<file path="config.mk">
export PLATFORM = sky130hd
export DESIGN_NAME = riscv_load_align
export DESIGN_NICKNAME = d
export VERILOG_FILES = /design/src/design/riscv_mem_pkg.sv /design/src/design/riscv_load_align.sv
export SDC_FILE = /design/constraint.sdc
export NUM_CORES = 1
export LEC_CHECK = 0
export BUFFER_PORTS_ARGS = -buffer_cell sky130_fd_sc_hd__buf_2
export CORE_MARGIN = 2
export CORE_UTILIZATION = 47
export DETAILED_ROUTE_END_ITERATION = 8
export PLACE_DENSITY = 0.77
export SETUP_SLACK_MARGIN = 0.05
export SYNTH_ARGS = -nofsm -noshare
export SYNTH_HDL_FRONTEND = slang
export SYNTH_SLANG_ARGS = --single-unit
</file>
<file path="constraint.sdc">
create_clock -name clk -period 3.7 [get_ports clk]
set_clock_uncertainty 0.15 [all_clocks]
set_input_delay 0.185 -clock clk [delete_from_list [all_inputs] [get_ports clk]]
set_output_delay 0.185 -clock clk [all_outputs]
set_load 0.02 [all_outputs]
</file>
<file path="src/design/riscv_mem_pkg.sv">
// Data memory path definitions
package riscv_mem_pkg;

  ////////////////////
  // Access size

  typedef enum logic [2:0] {
    BYTE       = 3'b000,
    HWORD      = 3'b001,
    WORD       = 3'b010,
    DWORD      = 3'b011,
    UNDEF_SIZE = 3'b111  // Non-memory or illegal funct3
  } mem_size_e;

  // Number of bytes touched by one access
  function automatic logic [3:0] size_bytes(mem_size_e size);
    case (size)
      BYTE:    return 4'd1;
      HWORD:   return 4'd2;
      WORD:    return 4'd4;
      DWORD:   return 4'd8;
      default: return 4'd0;  // Nothing enabled
    endcase
  endfunction

  ////////////////////
  // Exception vector bits

  // Same positions as the mcause codes
  localparam int EXC_MISALIGNED_LOAD  = 4;
  localparam int EXC_MISALIGNED_STORE = 6;

endpackage

</file>
<file path="src/design/riscv_load_align.sv">
// Load data aligner
`timescale 1ns/100ps

module riscv_load_align
  import riscv_mem_pkg::*;
#(
  parameter int XLEN = 64
) (
  input  logic                         clk,
  input  logic                         rstn,

  // Request fields from the LSU
  input  logic                         dmem_req,
  input  logic                         dmem_we,
  input  logic                         dmem_unsigned,
  input  mem_size_e                    dmem_size,
  input  logic [$clog2(XLEN/8)-1:0]    dmem_adr,   // Byte offset bits

  // RAM response
  input  logic                         dmem_ack,
  input  logic [XLEN-1:0]              dmem_q,
  input  logic                         dmem_misaligned,

  output logic                         load_valid,
  output logic [XLEN-1:0]              load_q,
  output logic                         misaligned
);

  localparam int OFS_W = $clog2(XLEN / 8);

  logic             we_r;
  logic             uns_r;
  mem_size_e        size_r;
  logic [OFS_W-1:0] ofs_r;

  logic [XLEN-1:0]  shifted;
  logic [XLEN-1:0]  ext;

  // LSU may change the fields next cycle
  always_ff @(posedge clk) begin
    if (dmem_req) begin
      we_r   <= dmem_we;
      uns_r  <= dmem_unsigned;
      size_r <= dmem_size;
      ofs_r  <= dmem_adr;
    end
  end

  ////////////////////
  // Shift and extend

  assign shifted = dmem_q >> {ofs_r, 3'b000};

  always_comb begin
    case (size_r)
      BYTE:    ext = uns_r ? XLEN'(shifted[7:0]) : XLEN'($signed(shifted[7:0]));
      HWORD:   ext = uns_r ? XLEN'(shifted[15:0]) : XLEN'($signed(shifted[15:0]));
      WORD:    ext = uns_r ? XLEN'(shifted[31:0]) : XLEN'($signed(shifted[31:0]));
      default: ext = shifted;  // DWORD
    endcase
  end

  always_ff @(posedge clk, negedge rstn) begin
    if (!rstn) begin
      load_valid <= 1'b0;
      misaligned <= 1'b0;
    end else begin
      load_valid <= dmem_ack && !we_r && !dmem_misaligned;
      misaligned <= dmem_ack && dmem_misaligned;  // Loads and stores
    end
  end

  always_ff @(posedge clk) begin
    if (dmem_ack && !we_r) begin
      load_q <= ext;
    end
  end

endmodule

</file>
==> flow_summary.toml, run 1 <==
[cells_and_area]
final_nets = 598
antenna_cells = 0
syn2layout_area_growth_pct = 21.9
fin_area_sq_um = 5540
layout-drive-gt1-share_pct = 37.8
final_util_pct = 59.4

[critical_path]
r2r_start = "ofs_r[0]"
crit_type = "reg2reg"
ff2ff_path_depth = 4
reg2reg_setup_slack_ps = 940
crit_buf_inv = 0
endpoint_kind = "flip-flop"
reg2reg_to = "load_q[23]"
startpoint_type = "flip-flop"
crit_path_top_delay_cell = "nand3_2"
cp.arrival_ps = 2750
path_cells = "mux2i_1, a22oi_2, nand3_2, o211ai_1"
required_ps = 3690
cp_max_fo = 48
max_stage_delay_ps = 780
crit_family = "simple AND/OR/NAND/NOR gates"

[yosys]
synth_warnings = 0
yosys.cell_types.count = 47
syn_avg_cell_area_sq_um = 11.9
synth_top_family_by_area = "multiplexers"
synth_mux_area_share_pct = 20.8
seq_area_frac_synth_pct = 48.6
synth-seq-cells = 74
synth_nets = 460
synth_compound_area_share_pct = 10.1
synth_xor_xnor_area_share_pct = 0
synthSimpleGateAreaFrac_pct = 14.4
synth_area_sq_um = 4550
synth_fa_ha_area_share_pct = 0
synth_cells = 383

[clocking]
path_clk_slew_ps = 80
clock_sink_count = 74
htree_num_levels = 3
clock_path_buffers = 2
clk_root_buffer_cell = "clkbuf_8"
cts_buffers = 9
clk_latency_ps = 340
cts_tree = "yes"
ctsResizeCount = 0

[global_route]
grt_antenna_before_repair = 0
gr-total-overflow = 0
grt_pass1_vias = 3754
grtUsageTotal_pct = 25.3
grt_max_degree = 49
grt_pass1_wl_um = 19800

[min_path]
hold_depth = 1
hp-class = "in2reg"
hp-start = "dmem_req"
holdPathEnd = "uns_r"

[drt]
ant_nets = 0
dr.first_iter.drc_count = 326
firstDrtPassIters = 5
num_vias = 3844
drc = 0
routed_wl_um = 13100
wl_per_cell_um = 20.0
post_drt_via_cell_ratio = 5.87

[timing]
fin_tns_setup_ps = 0
tightest_slew_ps = 1180
min_period_ps = 2760
hold_viol = 0
setup_viol = 0
min_period_over_period_pct = 74.6
relSlewSlack_pct = 20.8
max_freq_mhz = 362
drv_slew = 0
rsz0062_at_grt = "false"
fin_hold_ws_ps = 24.1

[floorplan]
core_sq_um = 9330
ios = 143
fp.dieH_um = 102
num_rows = 35
die_w_um = 102
dieArea_sq_um = 10500
start_util_pct = 48.8

[placement]
routabilityCongestion = 0.905
port_buffers = 142
place_area_sq_um = 5260
dp_hpwl_um = 9290

[outcome]
status = "finished clean"

[job]
max_cap_violations = 0

[pwr]
ir_worst_vdd_uv = 214
total_leakage_power_nw = 2.41
power.density_nw_per_um2 = 391
[placed cells by master, fill, tap and decap left out, types with 2 or more instances in the layout]
cell and instances:
nor2_1 16, nor3_1 2, nor2b_1 5, a31oi_1 7, clkinv_2 2, o21ai_0 10, nand4_1 25, nor3b_1 2
edfxtp_1 72, buf_2 142, nor3_2 2, dfrtp_1 2, nand3b_1 2, nand3_1 2, buf_4 10, mux2i_1 49
o2bb2ai_1 7, dlygate4sd3_1 12, a21oi_1 7, mux4_2 19, clkinv_1 3, clkbuf_8 9, inv_6 2, nand2_1 70
o2111ai_1 7, o211ai_1 16
[per-stage QoR]
stage                     setup slack, ps  instances  power (mW)
final                                 939        655        2.17
after global routing                  749        655        2.27
after CTS                             999        655        2.18
after detailed placement             1020        627        1.62
after global placement               1130        627        1.61
after floorplan                      1060        383        1.44
[sequential cells by signal, summed over array words and instances, names as in the netlist]
signal and flops:
load_q 64, ofs_r 3, size_r 3, load_valid 1, misaligned 1, uns_r 1, we_r 1
[worst max-delay path by stage]
| stage | to | depth (start not counted) | from | slack, ps |
|---|---|---|---|---|
| floorplan | load_q[0] | 1 | we_r | 1060 |
| global placement | load_q[55] | 6 | ofs_r[0] | 1130 |
| detailed placement | load_q[50] | 6 | ofs_r[0] | 1020 |
| CTS | load_q[23] | 4 | ofs_r[0] | 1000 |
| global route | load_q[23] | 4 | ofs_r[0] | 750 |
| finish | load_q[23] | 4 | ofs_r[0] | 940 |
[synthesized netlist by cell type, drive strengths merged]
library cell,count,area (sq um)
edfxtp,72,2160
nand2,70,263
mux2i,49,490
buf,30,240
nand4,25,156
mux4,19,428
nor2,17,66.3
o211ai,17,133
o21ai,11,58.8
clkbuf,8,31.3
a21oi,7,35.0
a31oi,7,43.8
o2111ai,7,61.3
o2bb2ai,7,61.3
nor2b,6,37.5
nor3,4,30.0
nand3,3,20.0
a22oi,2,20.0
dfrtp,2,50.1
mux2,2,26.3
nand3b,2,15.0
nor3b,2,15.0
o22ai,2,18.8
or2,2,12.5
a211o,1,8.76
a22o,1,8.76
a32oi,1,8.76
and2,1,6.26
and3,1,6.26
clkinv,1,3.75
inv,1,3.75
nand2b,1,6.26
nand4bb,1,11.3
nor4b,1,8.76
[repair_timing]
item	CTS	global route
endpoints found under the setup margin	0	0
endpoints found under the hold margin	12	0
hold buffers	12	0
buffers inserted	0	0
[cell families (layout without fill, tap and decap cells)]
group | after synthesis | after routing
AO/OA/AOI/OAI | 63 | 63
buffers and inverters | 40 | 183
flip-flops | 74 | 74
multiplexers | 70 | 70
AND/OR/NAND/NOR | 136 | 136
[per-layer routing]
| layer | wire (um) | global-route usage, % | part of all wire [%] |
|---|---|---|---|
| met3 | 1140 | 5.06 | 8.7 |
| met5 | 0 | 0 | 0 |
| met2 | 6400 | 42.0 | 49 |
| met1 | 5290 | 34.1 | 40 |
| met4 | 254 | 6.77 | 1.9 |
[cell type report]
class                      instances  area [sq um]
clock buffer                       9           124
inverter                           2          7.51
tap                              129           161
sequential                        74          2210
timing repair buffer             165           926
fill                             816          3780
clock inverter                     7          43.8
multi-input combinational        269          2070
[where the power goes]
group	internal [mW]	leakage [nW]	switching (mW)
Clock	0.243	0.0888	0.312
Combinational	0.233	1.59	0.345
Sequential	1.01	0.724	0.0248
No activity file was read; power rests on OpenSTA's default activity.
==> inputs of run 2 (changes only) <==
- clock period: 3.7 -> 2.4 ns (I/O delays scaled with it)
==> run 2 against run 1 <==
Compared with the run above:
- die area stayed put
- clock power is 120% higher
- worst setup slack got worse by 740 ps
- core utilization up 3.1 points
- via count rose by 3.7%
- highest routed layer unchanged
- sequential power increased by 54%
- non-clock buffer count increased by 22
==> flow_summary.toml, run 2 (synthesis results as in run 1) <==
[drt]
dr_wl_met3_um = 1170
post_drt_via_cell_ratio = 5.89
ant_nets = 0
dr.first_iter.drc_count = 326
routed_wl_um = 13600
top_layer_used = "met4"
firstDrtPassIters = 5
num_vias = 3987
met2_length_um = 6470
wl_per_cell_um = 20.1
drc = 0
wl_met1_um = 5550

[placement]
pre_cts_slack_ps = 60.9
dp_hpwl_um = 9620
place_area_sq_um = 5410
dpl.cell_count = 642
routabilityCongestion = 0.902
port_buffers = 142

[critical_path]
crit_type = "reg2reg"
required_ps = 2310
startpoint_type = "flip-flop"
crit_top_cell = "buf_4"
cp_max_fo = 56
max_stage_delay_ps = 390
path_cells = "buf_4, buf_4, mux2i_1, a22o_1, nand4bb_2, buf_12, nand4_1"
crit_family = "buffers and inverters"
endpoint_kind = "flip-flop"
cp.arrival_ps = 2110
crit_path_top_delay_cell = "edfxtp_1"
crit_buf_inv = 3

[clocking]
htree_num_levels = 3
cts_buffers = 9
clk_root_buffer_cell = "clkbuf_8"
clock_path_buffers = 2
clock_sink_count = 74
clk_latency_ps = 360
path_clk_slew_ps = 80
cts_tree = "yes"

[timing]
hold_viol = 0
tightest_slew_ps = 509
fin_ws_ps = 199
drv_slew = 0
fin_hold_ws_ps = 23.9
min_period_ps = 2200
max_freq_mhz = 454
fin_tns_setup_ps = 0
relSlewSlack_pct = 66.1
setup_viol = 0
min_period_over_period_pct = 91.7
rsz0062_at_grt = "false"

[cells_and_area]
antenna_cells = 0
syn2layout_area_growth_pct = 28.3
fin_area_sq_um = 5840
nFillCells = 764
layout_common_cells = "142 x buf_2, 72 x edfxtp_1, 70 x nand2_1"
multi_input_area_sq_um = 2070
top_register = "load_q"
final_nets = 620
layout-drive-gt1-share_pct = 39.8
layout_commonest_cell = "buf_2"
final_cells = 677
largestRegisters = "load_q: 64 flops, ofs_r: 3 flops, size_r: 3 flops"
seqCellArea_sq_um = 2210
largest_reg_flops = 64

[global_route]
grtUsageTotal_pct = 27.0
grt_antenna_before_repair = 0
grt_pass1_wl_um = 20900
grt_pass1_vias = 3929
gr-total-overflow = 0
grt_max_degree = 57

[pwr]
ir_worst_vdd_uv = 373
total_leakage_power_nw = 2.56
power.density_nw_per_um2 = 642

[min_path]
hp-class = "in2reg"

[outcome]
status = "finished clean"

[floorplan]
core_sq_um = 9330
die_w_um = 102
ios = 143
dieArea_sq_um = 10500
start_util_pct = 48.8
fp.dieH_um = 102
num_rows = 35

[job]
max_cap_violations = 0
run 2: through the flow:
stage          utilization, %  total power, mW
2_1_floorplan               -             2.21
3_3_place_gp             58.0             2.51
3_5_place_dp             58.0             2.53
4_1_cts                  62.5             3.74
5_1_grt                  62.6             3.90
6_report                 62.6             3.75
run 2: final cells by class:
| class | count | share of cell area [%] |
|---|---|---|
| flip-flops and latches | 74 | 37.9 |
| multi-input cells | 269 | 35.5 |
| repair buffers | 187 | 19.5 |
| well taps | 129 | 2.77 |
| clock buffers | 10 | 2.19 |
| clock inverters | 6 | 1.97 |
| inverters | 2 | 0.129 |
run 2: final timing paths:
| kind | from | endpoint | slack, ps | depth (start not counted) |
|---|---|---|---|---|
| max reg2reg | ofs_r[0] | load_q[33] | 200 | 7 |
| min in group asynchronous | rstn | load_valid | 450 | 3 |
| max in group asynchronous | rstn | misaligned | 1530 | 3 |
| min | dmem_q[56] | load_q[56] | 20 | 3 |
| max | ofs_r[0] | load_q[33] | 200 | 7 |
| min reg2reg | size_r[2] | load_q[26] | 650 | 2 |
run 2: metal layers:
layer / GRT usage [%] / vias up
met5: 0 / -
met4: 12.1 / 0
met3: 5.75 / 28
met2: 43.2 / 247
met1: 35.7 / 1905
li1: - / 1807
run 2: repair_timing:
item,CTS,global route
buffers inserted,3,0
hold endpoints to repair,23,0
gates resized for setup,0,1
hold buffers,16,0
setup endpoints to repair,2,7
run 2: power breakdown:
part | switching, mW | internal (mW) | leakage (nW) | total [mW]
clock network | 0.509 | 0.695 | 0.117 | 1.20
registers | 0.0331 | 1.56 | 0.724 | 1.59
logic | 0.558 | 0.397 | 1.71 | 0.956
total | 1.10 | 2.65 | 2.56 | 3.75
run 2: worst reg2reg max path, cell delays in order, from the launching register on:
cell	delay, ps
edfxtp_1	390
buf_4	200
buf_4	150
mux2i_1	200
a22o_1	200
nand4bb_2	150
buf_12	240
nand4_1	230
